--- src/verilog/core_cfg_pkg.sv ---
/* sizing constants for the out-of-order back end, referenced by scoped name
   from every design file that needs a width or a depth */
package core_cfg_pkg;

    //////////////////////////////
    // datapath
    //////////////////////////////
    localparam int xlen = 32;
    localparam int reg_len = 5;

    // destination index that means no register write
    localparam logic [reg_len-1:0] zero_reg = '0;

    //////////////////////////////
    // reorder buffer
    //////////////////////////////
    localparam int rob_size = 8;
    localparam int tag_len = 3;

    //////////////////////////////
    // execution units
    //////////////////////////////
    // same depth as the rob, so credits keep a unit queue from overflowing
    localparam int unit_queue_depth = rob_size;
    localparam int alu_latency = 1;
    localparam int br_latency = 2;

endpackage

--- src/verilog/core_types_pkg.sv ---
/* opcodes, unit kinds, unit states and the common data bus entry
   shared by the rob, the execution units and the arbiter */
package core_types_pkg;

    // instruction opcodes seen by the back end
    typedef enum logic [2:0] {
        op_add,
        op_sub,
        op_and,
        op_xor,
        op_beq,
        op_bne,
        op_halt
    } opcode_t;

    // selects which opcodes an execution unit accepts
    typedef enum logic {
        kind_alu,
        kind_branch
    } unit_kind_t;

    // compute and hold state of an execution unit
    typedef enum logic [1:0] {
        st_idle,
        st_busy,
        st_hold
    } unit_state_t;

    // one result broadcast on the common data bus
    typedef struct packed {
        logic                             valid;
        logic [core_cfg_pkg::tag_len-1:0] tag;
        logic [core_cfg_pkg::xlen-1:0]    value;
        // branch outcome, low for alu results
        logic                             taken;
    } cdb_entry_t;

endpackage

--- src/verilog/core_ifs.sv ---
/* interfaces inside the back end: issue from the rob to the units,
   and one result handshake per unit towards the cdb arbiter */
`timescale 1ns/10ps

// rob to units, no ready since credits guarantee queue space
interface issue_if;
    logic                             valid;
    core_types_pkg::opcode_t          opcode;
    logic [core_cfg_pkg::tag_len-1:0] tag;
    logic [core_cfg_pkg::xlen-1:0]    src_a;
    logic [core_cfg_pkg::xlen-1:0]    src_b;
    logic [core_cfg_pkg::xlen-1:0]    imm;
    logic [core_cfg_pkg::xlen-1:0]    pc;

    modport issuer (output valid, opcode, tag, src_a, src_b, imm, pc);
    modport unit   (input  valid, opcode, tag, src_a, src_b, imm, pc);
endinterface

// req and fields stay steady until the cycle where grant is high
interface fu_result_if;
    logic                             req;
    logic [core_cfg_pkg::tag_len-1:0] tag;
    logic [core_cfg_pkg::xlen-1:0]    value;
    logic                             taken;
    logic                             grant;

    modport unit    (output req, tag, value, taken, input grant);
    modport arbiter (input req, tag, value, taken, output grant);
endinterface

--- src/verilog/rob.sv ---
/* reorder buffer: allocates a tag per dispatch, issues it to the units,
   takes cdb results and retires in order with flush and credit return */
`timescale 1ns/10ps

module rob (
    input  logic                              clock,
    input  logic                              reset,
    input  logic                              dispatch_valid,
    input  core_types_pkg::opcode_t           dispatch_opcode,
    input  logic [core_cfg_pkg::reg_len-1:0]  dispatch_dest,
    input  logic [core_cfg_pkg::xlen-1:0]     dispatch_src_a,
    input  logic [core_cfg_pkg::xlen-1:0]     dispatch_src_b,
    input  logic [core_cfg_pkg::xlen-1:0]     dispatch_imm,
    input  logic [core_cfg_pkg::xlen-1:0]     dispatch_pc,
    input  logic                              dispatch_pred_taken,
    input  core_types_pkg::cdb_entry_t        cdb,
    issue_if.issuer                           issue,
    output logic                              credit_return,
    output logic                              retire_valid,
    output logic                              retire_dest_valid,
    output logic [core_cfg_pkg::reg_len-1:0]  retire_dest,
    output logic [core_cfg_pkg::xlen-1:0]     retire_value,
    output logic                              flush,
    output logic [core_cfg_pkg::xlen-1:0]     flush_pc,
    output logic                              halt
);
    logic [core_cfg_pkg::tag_len-1:0]  head;
    logic [core_cfg_pkg::tag_len-1:0]  tail;
    logic [core_cfg_pkg::tag_len:0]    count;
    logic [core_cfg_pkg::rob_size-1:0] ready_q;

    // entry payload
    logic [core_cfg_pkg::reg_len-1:0]  dest_q       [core_cfg_pkg::rob_size];
    logic [core_cfg_pkg::xlen-1:0]     value_q      [core_cfg_pkg::rob_size];
    logic [core_cfg_pkg::xlen-1:0]     pc_q         [core_cfg_pkg::rob_size];
    logic                              pred_taken_q [core_cfg_pkg::rob_size];
    logic                              mispredict_q [core_cfg_pkg::rob_size];
    logic                              halt_q       [core_cfg_pkg::rob_size];

    logic accept;
    logic is_branch;

    //////////////////////////////
    // dispatch and issue
    //////////////////////////////
    // a dispatch offered while flushing is dropped
    assign accept = dispatch_valid && !flush;
    assign is_branch = (dispatch_opcode == core_types_pkg::op_beq) ||
                       (dispatch_opcode == core_types_pkg::op_bne);

    assign issue.valid  = accept;
    assign issue.opcode = dispatch_opcode;
    assign issue.tag    = tail;
    assign issue.src_a  = dispatch_src_a;
    assign issue.src_b  = dispatch_src_b;
    assign issue.imm    = dispatch_imm;
    assign issue.pc     = dispatch_pc;

    //////////////////////////////
    // retire
    //////////////////////////////
    assign retire_valid = (count != '0) && ready_q[head];
    assign retire_dest = dest_q[head];
    assign retire_dest_valid = retire_valid && (dest_q[head] != core_cfg_pkg::zero_reg);
    // a halt has no result, it reports its own pc instead
    assign retire_value = halt_q[head] ? pc_q[head] : value_q[head];
    assign halt = retire_valid && halt_q[head];

    // a branch result is the real next pc, which is the corrected target
    assign flush = retire_valid && mispredict_q[head];
    assign flush_pc = value_q[head];
    assign credit_return = retire_valid && !flush;

    //////////////////////////////
    // pointers and ready bits
    //////////////////////////////
    always_ff @(posedge clock) begin
        if (reset || flush) begin
            head <= '0;
            tail <= '0;
            count <= '0;
            ready_q <= '0;
        end else begin
            if (retire_valid) begin
                ready_q[head] <= 1'b0;
                head <= head + 1'b1;
            end
            // halt needs no unit, so it is complete at allocation
            if (accept) begin
                ready_q[tail] <= (dispatch_opcode == core_types_pkg::op_halt);
                tail <= tail + 1'b1;
            end
            if (cdb.valid) begin
                ready_q[cdb.tag] <= 1'b1;
            end
            if (accept && !retire_valid) begin
                count <= count + 1'b1;
            end else if (!accept && retire_valid) begin
                count <= count - 1'b1;
            end
        end
    end

    // entry payload, written on allocation and on writeback
    always_ff @(posedge clock) begin
        if (accept) begin
            dest_q[tail] <= dispatch_dest;
            pc_q[tail] <= dispatch_pc;
            pred_taken_q[tail] <= dispatch_pred_taken && is_branch;
            mispredict_q[tail] <= 1'b0;
            halt_q[tail] <= (dispatch_opcode == core_types_pkg::op_halt);
        end
        if (cdb.valid) begin
            value_q[cdb.tag] <= cdb.value;
            mispredict_q[cdb.tag] <= (cdb.taken != pred_taken_q[cdb.tag]);
        end
    end

endmodule

--- src/verilog/exec_unit.sv ---
/* one execution unit: queues issued ops of its kind in order, computes
   each for the unit latency and holds the result until the cdb grants it */
`timescale 1ns/10ps

module exec_unit #(
    parameter core_types_pkg::unit_kind_t kind = core_types_pkg::kind_alu
) (
    input  logic      clock,
    input  logic      reset,
    input  logic      flush,
    issue_if.unit     issue,
    fu_result_if.unit result
);
    // op queue payload
    core_types_pkg::opcode_t          q_op  [core_cfg_pkg::unit_queue_depth];
    logic [core_cfg_pkg::tag_len-1:0] q_tag [core_cfg_pkg::unit_queue_depth];
    logic [core_cfg_pkg::xlen-1:0]    q_a   [core_cfg_pkg::unit_queue_depth];
    logic [core_cfg_pkg::xlen-1:0]    q_b   [core_cfg_pkg::unit_queue_depth];
    logic [core_cfg_pkg::xlen-1:0]    q_imm [core_cfg_pkg::unit_queue_depth];
    logic [core_cfg_pkg::xlen-1:0]    q_pc  [core_cfg_pkg::unit_queue_depth];

    logic [core_cfg_pkg::tag_len-1:0] wr_ptr;
    logic [core_cfg_pkg::tag_len-1:0] rd_ptr;
    logic [core_cfg_pkg::tag_len:0]   q_count;

    // op being computed or held
    core_types_pkg::opcode_t          cur_op;
    logic [core_cfg_pkg::xlen-1:0]    cur_a;
    logic [core_cfg_pkg::xlen-1:0]    cur_b;
    logic [core_cfg_pkg::xlen-1:0]    cur_imm;
    logic [core_cfg_pkg::xlen-1:0]    cur_pc;

    core_types_pkg::unit_state_t state;
    logic [1:0]                  busy_cnt;
    logic                        is_alu_op;
    logic                        is_br_op;
    logic                        push;
    logic                        pop;
    logic [core_cfg_pkg::xlen-1:0] alu_value;
    logic                        br_taken;

    assign is_alu_op = issue.opcode inside {core_types_pkg::op_add, core_types_pkg::op_sub,
                                            core_types_pkg::op_and, core_types_pkg::op_xor};
    assign is_br_op = issue.opcode inside {core_types_pkg::op_beq, core_types_pkg::op_bne};
    assign push = issue.valid && ((kind == core_types_pkg::kind_alu) ? is_alu_op : is_br_op);
    assign pop = (state == core_types_pkg::st_idle) && (q_count != '0);

    //////////////////////////////
    // compute
    //////////////////////////////
    always_comb begin
        alu_value = '0;
        br_taken = 1'b0;
        case (cur_op)
            core_types_pkg::op_add: alu_value = cur_a + cur_b;
            core_types_pkg::op_sub: alu_value = cur_a - cur_b;
            core_types_pkg::op_and: alu_value = cur_a & cur_b;
            core_types_pkg::op_xor: alu_value = cur_a ^ cur_b;
            core_types_pkg::op_beq: br_taken = (cur_a == cur_b);
            core_types_pkg::op_bne: br_taken = (cur_a != cur_b);
            default: ;
        endcase
    end

    // operands stay put while holding, so the result is steady until grant
    assign result.req = (state == core_types_pkg::st_hold);
    assign result.value = (kind == core_types_pkg::kind_alu) ? alu_value :
                          br_taken ? cur_pc + cur_imm : cur_pc + (core_cfg_pkg::xlen)'(4);
    assign result.taken = (kind == core_types_pkg::kind_branch) && br_taken;

    //////////////////////////////
    // queue and state
    //////////////////////////////
    always_ff @(posedge clock) begin
        if (reset || flush) begin
            state <= core_types_pkg::st_idle;
            wr_ptr <= '0;
            rd_ptr <= '0;
            q_count <= '0;
        end else begin
            if (push) begin
                wr_ptr <= wr_ptr + 1'b1;
            end
            if (pop) begin
                rd_ptr <= rd_ptr + 1'b1;
            end
            if (push && !pop) begin
                q_count <= q_count + 1'b1;
            end else if (!push && pop) begin
                q_count <= q_count - 1'b1;
            end
            case (state)
                core_types_pkg::st_idle: begin
                    if (pop) begin
                        state <= core_types_pkg::st_busy;
                        busy_cnt <= (kind == core_types_pkg::kind_alu) ?
                                    2'(core_cfg_pkg::alu_latency - 1) :
                                    2'(core_cfg_pkg::br_latency - 1);
                    end
                end
                core_types_pkg::st_busy: begin
                    if (busy_cnt == 2'd0) begin
                        state <= core_types_pkg::st_hold;
                    end else begin
                        busy_cnt <= busy_cnt - 2'd1;
                    end
                end
                core_types_pkg::st_hold: begin
                    if (result.grant) begin
                        state <= core_types_pkg::st_idle;
                    end
                end
                default: state <= core_types_pkg::st_idle;
            endcase
        end
    end

    always_ff @(posedge clock) begin
        if (push) begin
            q_op[wr_ptr] <= issue.opcode;
            q_tag[wr_ptr] <= issue.tag;
            q_a[wr_ptr] <= issue.src_a;
            q_b[wr_ptr] <= issue.src_b;
            q_imm[wr_ptr] <= issue.imm;
            q_pc[wr_ptr] <= issue.pc;
        end
        if (pop) begin
            cur_op <= q_op[rd_ptr];
            result.tag <= q_tag[rd_ptr];
            cur_a <= q_a[rd_ptr];
            cur_b <= q_b[rd_ptr];
            cur_imm <= q_imm[rd_ptr];
            cur_pc <= q_pc[rd_ptr];
        end
    end

endmodule

--- src/verilog/cdb_arbiter.sv ---
/* round-robin grant between the alu and branch units, with the granted
   result registered onto the common data bus one cycle later */
`timescale 1ns/10ps

module cdb_arbiter (
    input  logic                       clock,
    input  logic                       reset,
    input  logic                       flush,
    fu_result_if.arbiter               alu,
    fu_result_if.arbiter               br,
    output core_types_pkg::cdb_entry_t cdb
);
    // set when the branch unit lost the last contested cycle
    logic prefer_br;

    assign alu.grant = alu.req && (!br.req || !prefer_br);
    assign br.grant = br.req && (!alu.req || prefer_br);

    always_ff @(posedge clock) begin
        if (reset) begin
            prefer_br <= 1'b0;
        end else if (alu.req && br.req) begin
            prefer_br <= alu.grant;
        end
    end

    //////////////////////////////
    // registered broadcast
    //////////////////////////////
    always_ff @(posedge clock) begin
        if (reset || flush) begin
            cdb <= '0;
        end else if (alu.grant) begin
            cdb <= '{valid: 1'b1, tag: alu.tag, value: alu.value, taken: alu.taken};
        end else if (br.grant) begin
            cdb <= '{valid: 1'b1, tag: br.tag, value: br.value, taken: br.taken};
        end else begin
            cdb.valid <= 1'b0;
        end
    end

endmodule

--- src/verilog/ooo_backend_top.sv ---
/* back end top level: the rob, an alu unit, a branch unit and the
   cdb arbiter behind plain dispatch and retire ports */
`timescale 1ns/10ps

module ooo_backend_top (
    input  logic                             clock,
    input  logic                             reset,
    input  logic                             dispatch_valid,
    input  core_types_pkg::opcode_t          dispatch_opcode,
    input  logic [core_cfg_pkg::reg_len-1:0] dispatch_dest,
    input  logic [core_cfg_pkg::xlen-1:0]    dispatch_src_a,
    input  logic [core_cfg_pkg::xlen-1:0]    dispatch_src_b,
    input  logic [core_cfg_pkg::xlen-1:0]    dispatch_imm,
    input  logic [core_cfg_pkg::xlen-1:0]    dispatch_pc,
    input  logic                             dispatch_pred_taken,
    output logic                             credit_return,
    output logic                             retire_valid,
    output logic                             retire_dest_valid,
    output logic [core_cfg_pkg::reg_len-1:0] retire_dest,
    output logic [core_cfg_pkg::xlen-1:0]    retire_value,
    output logic                             flush,
    output logic [core_cfg_pkg::xlen-1:0]    flush_pc,
    output logic                             halt
);
    issue_if                    issue_bus ();
    fu_result_if                alu_res ();
    fu_result_if                br_res ();
    core_types_pkg::cdb_entry_t cdb;

    rob u_rob (
        .clock               (clock),
        .reset               (reset),
        .dispatch_valid      (dispatch_valid),
        .dispatch_opcode     (dispatch_opcode),
        .dispatch_dest       (dispatch_dest),
        .dispatch_src_a      (dispatch_src_a),
        .dispatch_src_b      (dispatch_src_b),
        .dispatch_imm        (dispatch_imm),
        .dispatch_pc         (dispatch_pc),
        .dispatch_pred_taken (dispatch_pred_taken),
        .cdb                 (cdb),
        .issue               (issue_bus),
        .credit_return       (credit_return),
        .retire_valid        (retire_valid),
        .retire_dest_valid   (retire_dest_valid),
        .retire_dest         (retire_dest),
        .retire_value        (retire_value),
        .flush               (flush),
        .flush_pc            (flush_pc),
        .halt                (halt)
    );

    exec_unit #(.kind(core_types_pkg::kind_alu)) u_alu (
        .clock  (clock),
        .reset  (reset),
        .flush  (flush),
        .issue  (issue_bus),
        .result (alu_res)
    );

    exec_unit #(.kind(core_types_pkg::kind_branch)) u_branch (
        .clock  (clock),
        .reset  (reset),
        .flush  (flush),
        .issue  (issue_bus),
        .result (br_res)
    );

    cdb_arbiter u_arbiter (
        .clock (clock),
        .reset (reset),
        .flush (flush),
        .alu   (alu_res),
        .br    (br_res),
        .cdb   (cdb)
    );

endmodule

--- config.mk ---
export PLATFORM = sky130hd
export DESIGN_NAME = ooo_backend_top
export DESIGN_NICKNAME = d
export VERILOG_FILES = /design/src/verilog/core_cfg_pkg.sv /design/src/verilog/core_types_pkg.sv /design/src/verilog/core_ifs.sv /design/src/verilog/rob.sv /design/src/verilog/exec_unit.sv /design/src/verilog/cdb_arbiter.sv /design/src/verilog/ooo_backend_top.sv
export SDC_FILE = /design/constraint.sdc
export NUM_CORES = 2
export LEC_CHECK = 0
export ABC_CLOCK_PERIOD_IN_PS = 15800
export BUFFER_PORTS_ARGS = -buffer_cell sky130_fd_sc_hd__buf_4
export CAP_MARGIN = 20
export CORE_ASPECT_RATIO = 1.75
export CORE_MARGIN = 1.5
export CORE_UTILIZATION = 44
export CTS_BUF_LIST = sky130_fd_sc_hd__clkbuf_4 sky130_fd_sc_hd__clkbuf_8
export CTS_CLUSTER_SIZE = 30
export DETAILED_ROUTE_END_ITERATION = 7
export GPL_TIMING_DRIVEN = 0
export PLACE_DENSITY = 0.61
export SKIP_CTS_REPAIR_TIMING = 1
export SYNTH_ARGS = -nofsm -noshare
export SYNTH_HDL_FRONTEND = slang
export SYNTH_SLANG_ARGS = --single-unit
--- constraint.sdc ---
create_clock -name clock -period 15.8 [get_ports clock]
set_clock_uncertainty 0.05 [all_clocks]
set_input_delay 0.79 -clock clock [delete_from_list [all_inputs] [get_ports clock]]
set_output_delay 0.79 -clock clock [all_outputs]
set_load 0.01 [all_outputs]
Word level (Yosys, flattened, before mapping):

Memory sizes are Yosys's and may differ from the RTL's. A register that Yosys moved wholly into a read port is not among the register bits.
Index checks and enable logic that the tools add are counted.

* memory bits (read-only): 0
* bits in latches: 0
* memories kept: 16
* register bits after elaboration: 84
* memory bits (writable): 2208

Memories
* u_alu.q_a: words 8, bits a word 32, read ports 1, clocked after Yosys merged registers in 1, wr ports 1, line exec_unit.sv:17 `logic [core_cfg_pkg::xlen-1:0] q_a [core_cfg_pkg::unit_queue_depth];`
* u_alu.q_b: words 8, bits a word 32, read ports 1, clocked after Yosys merged registers in 1, wr ports 1, line exec_unit.sv:18 `logic [core_cfg_pkg::xlen-1:0] q_b [core_cfg_pkg::unit_queue_depth];`
* u_branch.q_a: words 8, bits a word 32, read ports 1, clocked after Yosys merged registers in 1, wr ports 1, line exec_unit.sv:17
* u_branch.q_b: words 8, bits a word 32, read ports 1, clocked after Yosys merged registers in 1, wr ports 1, line exec_unit.sv:18
* u_branch.q_imm: words 8, bits a word 32, read ports 1, clocked after Yosys merged registers in 1, wr ports 1, line exec_unit.sv:19 `logic [core_cfg_pkg::xlen-1:0] q_imm [core_cfg_pkg::unit_queue_depth];`
* u_branch.q_pc: words 8, bits a word 32, read ports 1, clocked after Yosys merged registers in 1, wr ports 1, line exec_unit.sv:20 `logic [core_cfg_pkg::xlen-1:0] q_pc [core_cfg_pkg::unit_queue_depth];`
* +10 memories

* bitwise gates (word level): 6
* div/mod/pow operators: 0
* add/subtract/negate cells: 18
* muxes and demuxes: 60
* $mul: 0
* equality and inequality tests: 26
* order comparisons: 6
* shifts and indexed selects: 0
* reductions and logical operators: 60

Operators by type and width (count)
* $pmux 32 s4: 1
* $add 32x32->32: 2
* $mux 32: 2
* $mux 8: 5
* $mux 37: 1
* $mux 3: 12
* $mux 36: 1
* $add 32x3->32 const B: 1
* $and 32x32->32: 1
* $eq 32x32->1: 1
* $ne 32x32->1: 1
* $sub 32x32->32: 1
* $xor 32x32->32: 1
* $mux 4: 6
* $logic_and 1x1->1: 23
* $add 3x1->3 const B: 6
* $mux 2: 9
* $reduce_bool 4->1: 4
* $eq 3x3->1 const B: 5
* $reduce_bool 2->1: 7
* $mux 1: 13
* $add 4x1->4 const B: 3
* $eq 3x2->1 const B: 4
* $lt 3x4->1 const B: 3
* 27 further kinds: 63

Logic depth before layout (Yosys ltp):

* word-level depth: 13
* mapped depth: 20
* depth with buffers taken out: 19

Modules after synthesis:

A second synthesis with hierarchy kept.

* cell total of the unflattened synthesis: 5051
* area, all modules: 101429.8 µm²

Modules (own cells, without submodules)
* exec_unit at u_branch: area each 47590.6 µm², cells an instance 2165, seq. area each 36515.0 µm², times used 1
* exec_unit at u_alu: area each 27209.8 µm², cells an instance 1443, seq. area each 19218.4 µm², times used 1
* rob: area each 24368.4 µm², cells an instance 1227, seq. area each 17717.0 µm², times used 1
* cdb_arbiter: area each 2260.9 µm², cells an instance 216, seq. area each 760.7 µm², times used 1

Worst setup path before layout:

Ideal clock, no wire load.

* path type: flip-flop to flip-flop
* start: register with a tool-made name
* end: memory u_branch.q_a[0][0] in the netlist's numbering, enable pin
* cell stages (with the launch flop): 9
* path slack: 3.968 ns
* data required time: 14.958 ns
* data arrival time: 10.991 ns
* clock period less this slack: 11.832 ns
* library setup time: 0.792 ns
* path through: dfxtp_1 -> buf_2 -> mux4_2 -> mux2_2 -> nand4_2 -> nand2_2 -> nor3b_2 -> nand2b_1 -> nor3_1

RTL lines (line)
* to (decl): exec_unit.sv:17

Worst setup path in the final report:

* start: register u_alu.cur_op[0] (read register of u_alu.q_op)
* end: register, netlist name u_arbiter.cdb[24]

* longest elaborated chain between the ends: 3

Ends and longest elaborated chain
* from (decl): line exec_unit.sv:27 `core_types_pkg::opcode_t cur_op;`
* $eq 3x2->1, or another cell as far along: line exec_unit.sv:54 `case (cur_op)`
* $pmux 32 s4 *: line exec_unit.sv:54
* $mux 37 *: line cdb_arbiter.sv:33 `end else if (alu.grant) begin`

Mark *: on every way between the ends. The rest lies on a longest branch, timed or not.
A chain may end at the register's enable or synchronous reset.

==> summary.txt <==
Status
  – Status: complete, no violations

Synth
  – Top-count cell post-synth: edfxtp_1
  – Top cells by count, synth: edfxtp_1, mux4_2, mux2_2
  – Post-synth top area share: 73.4%
  – Post-Syn Area: 98900 sq um
  – Asr flop ratio synth: 0%
  – Synth Flop Type: edfxtp_1
  – Syn Nets: 5047
  – Synth cell types: 73
  – Seq cells post-synth: 2502
  – Sequential cell area fraction in the yosys report: 75.1%
  – Post-Synthesis Cells: 4790
  – Synth top area cells: edfxtp_1, mux4_2, mux2_2
  – Synth area leader: edfxtp_1
  – Syn avg cell area: 20.6 sq um
  – Post-synth EDFFs: 2416
  – Synth warn: 0

Pwr
  – Leakage: 35.9 nW
  – Clk pwr share: 26.9%
  – Flop pwr share: 45.2%
  – Pwr Density: 162 nW/um^2
  – P_sw: 5.88 mW
  – Worst vdd ir: 0.230 mV
  – Combinational share of power: 27.9%
  – Sw Ratio: 31.8%
  – Power Total: 18.5 mW
  – Int Pwr: 12.6 mW

Setup path
  – CP required: 16550 ps
  – Most frequent cell on the critical path: buf_1
  – Crit path largest cell delay: 690 ps
  – Arr. time, crit path: 6310 ps
  – Crit path buffers/inverters: 2
  – Worst Setup Start Kind: register
  – Critical path class: register to register
  – CP top delay family: compound AO/OA/AOI/OAI gates
  – CP Max Fanout: 10
  – Worst path cell trace: buf_1 > nand2_1 > buf_1 > mux2i_1 > ha_1 > nor2b_1 > o2111ai_1 > a21boi_1 > a21o_1 > a31oi_1 > o21bai_1 > a221oi_1 > xnor2_1 > a222oi_1 > o22ai_1
  – CP endpoint kind: register
  – Crit-path slowest cell: buf_1

STA
  – Fin. max-slew vios: 0
  – Clock period minus worst slack: 5560 ps
  – Relative slew slack: 16.8%
  – Measured slew at the worst slew-check pin: 1250 ps
  – Fmax: 0.180 GHz
  – RSZ-0062 raised after global routing: false
  – Fin. Hold Viols: 0
  – Final Worst Setup Slack: 10240 ps
  – Period utilization: 35.2%
  – Final setup fails: 0

Placed design
  – Dpl hpwl: 180000 microns
  – Dpl cells: 8051
  – Port bufs: 213
  – DP Worst Slack: 10220 ps
  – GP Congestion: 0.914

GRT
  – First-pass GRT wire length: 365000 microns
  – Initial antenna violation count: 20
  – Grt ovf: 0
  – Vias in the first global route: 52000
  – Overall Global Routing Usage: 22.4%
  – Largest net degree at the start of global routing: 70

CTS
  – Clk root buf: clkbuf_8
  – CTS Buf Count: 359
  – CTS tree: built
  – Clk sinks: 2502
  – Clk buf depth: 4
  – Clk Latency, worst-skew pair: 990 ps
  – Clk slew on worst S/H paths: 60 ps
  – H-tree depth: 5

Floorplan
  – Die ar.: 228000 sq um
  – Initial core utilization: 44.2%
  – Row cnt: 230
  – Core area: 224000 sq um
  – Ports: 214
  – Die Wd: 361 microns
  – Die H: 630 microns

Min path
  – HP Class: input pin to register

Drt
  – Detailed Route Iter0 Violations: 3807
  – DRC viols: 0
  – Vias: 49300
  – Vias per cell: 5.65
  – Drt pass-1 iters: 5
  – WL per Instance: 29.3 microns
  – Final ANT Viol Nets: 0
  – Total Routed Length: 256000 microns

Cells and area
  – Area delta synth->final: 15.1%
  – Share of cells above drive strength 1: 30.6%
  – Final non-filler cell total: 8727
  – Final-stage net count: 5791

Run
  – Max-Cap Viols: 0
metal layers:
| metal | global-route usage [%] | wire (microns) | vias to the layer above |
|---|---|---|---|
| li1 | - | - | 21300 |
| met1 | 24.4 | 90200 | 26100 |
| met2 | 41.5 | 139000 | 1478 |
| met3 | 3.71 | 11800 | 455 |
| met4 | 11.6 | 14300 | 16 |
| met5 | 0 | 99 | - |
final cells by class:
type | count | area (sq um)
plain buffers | 212 | 812
diodes | 16 | 40.0
clock buffers | 474 | 5840
inverters | 51 | 201
clock inverters | 164 | 997
multi-input cells | 2025 | 23800
flip-flops and latches | 2502 | 74300
repair buffers | 383 | 4270
well taps | 2900 | 3630
fillers | 17900 | 110000
worst register-to-register path: stages (launching register included):
cell       delay [ps]
edfxtp_1          630
buf_1             690
nand2_1           430
buf_1             370
mux2i_1           230
ha_1              310
nor2b_1           220
o2111ai_1         190
a21boi_1          290
a21o_1            270
a31oi_1           170
o21bai_1          480
a221oi_1          180
xnor2_1           170
a222oi_1          520
o22ai_1           170
logic make-up (layout without fill, tap and decap cells):
family	after synthesis	count (layout)	share of synthesized area (%)
other cells	0	16	0
fa+ha+maj	117	117	1.52
xor+xnor	164	164	1.45
mux	861	861	16.0
buf+inv	263	1284	1.01
compound gates	394	394	2.59
simple gates	489	489	2.31
flops	2502	2502	75.1
path summary, 6_finish.rpt:
kind / to / slack (ps) / start / cells past startpoint
setup / recovery: u_arbiter.cdb[24]$_SDFFE_PP0N_ / 10240 / u_alu.cur_op[0]$_DFFE_PP_ / 15
hold / removal: u_branch.q_imm[3][31]$_DFFE_PP_ / 40 / dispatch_imm[31] / 1
setup reg to reg: u_arbiter.cdb[24]$_SDFFE_PP0N_ / 10240 / u_alu.cur_op[0]$_DFFE_PP_ / 15
hold reg to reg: u_rob.count[3]$_SDFFE_PP0P_ / 430 / u_rob.count[3]$_SDFFE_PP0P_ / 1
power groups by stage:
| stage | logic (mW) | registers, mW | clock network (mW) |
|---|---|---|---|
| 6_report | 5.15 | 8.35 | 4.98 |
| 3_3_place_gp | 5.03 | 8.57 | 0 |
| 2_1_floorplan | 3.44 | 8.24 | 0 |
| 5_1_grt | 5.55 | 8.37 | 5.35 |
| 3_5_place_dp | 5.15 | 8.49 | 0 |
| 4_1_cts | 5.19 | 8.36 | 5.09 |
layout by cell type, fill, tap and decap left out, types with 14 or more instances in the layout:
| cell type | Yosys | routed |
|---|---|---|
| a21o_1 | 29 | 29 |
| a21oi_1 | 116 | 116 |
| a221oi_1 | 18 | 18 |
| a222oi_1 | 15 | 15 |
| a31oi_1 | 14 | 14 |
| and3_1 | 14 | 14 |
| buf_1 | 65 | 64 |
| buf_12 | 0 | 60 |
| buf_4 | 0 | 216 |
| buf_6 | 0 | 63 |
| buf_8 | 0 | 17 |
| clkbuf_1 | 140 | 135 |
| clkbuf_4 | 0 | 109 |
| clkbuf_8 | 0 | 365 |
| clkinv_1 | 1 | 90 |
| clkinv_2 | 0 | 51 |
| dfxtp_1 | 86 | 86 |
| diode_2 | 0 | 16 |
| dlygate4sd3_1 | 0 | 15 |
| edfxtp_1 | 2416 | 2416 |
| ha_1 | 112 | 112 |
| inv_1 | 50 | 36 |
| mux2_2 | 248 | 248 |
| mux2i_1 | 59 | 59 |
| mux4_2 | 552 | 552 |
| nand2_1 | 149 | 149 |
| nand2b_1 | 25 | 25 |
| nand3_1 | 36 | 36 |
| nor2_1 | 155 | 141 |
| nor2_4 | 0 | 14 |
| nor3_1 | 24 | 20 |
| o21ai_0 | 80 | 80 |
| xnor2_1 | 76 | 76 |
| xor2_1 | 88 | 88 |
state kept, by name, indices dropped and copies added (netlist names), 24 cells and up, named ones only:
signal and cells:
u_rob.value_q 256, u_branch.q_a 256, u_rob.dest_q 40, u_alu.q_tag 24
u_rob.pc_q 256, u_branch.cur_imm 32, u_alu.cur_b 32, u_branch.cur_a 32
u_branch.q_b 256, u_branch.q_pc 256, u_arbiter.cdb 37, u_alu.cur_a 32
u_branch.cur_b 32, u_branch.q_tag 24, u_alu.q_op 24, u_branch.q_op 24
u_branch.q_imm 256, u_branch.cur_pc 32, u_alu.q_b 256, u_alu.q_a 256
through the flow:
step	instance area [sq um]	hold WS [ps]	TNS (ps)	util (%)
global route	114000	15.0	0	50.8
finish	114000	40.9	0	50.8
detailed placement	107000	407	0	47.7
floorplan	98900	382	0	-
CTS	114000	-98.7	0	50.7
global placement	104000	418	-1939160	46.5
No activity file was read; power rests on OpenSTA's default activity.
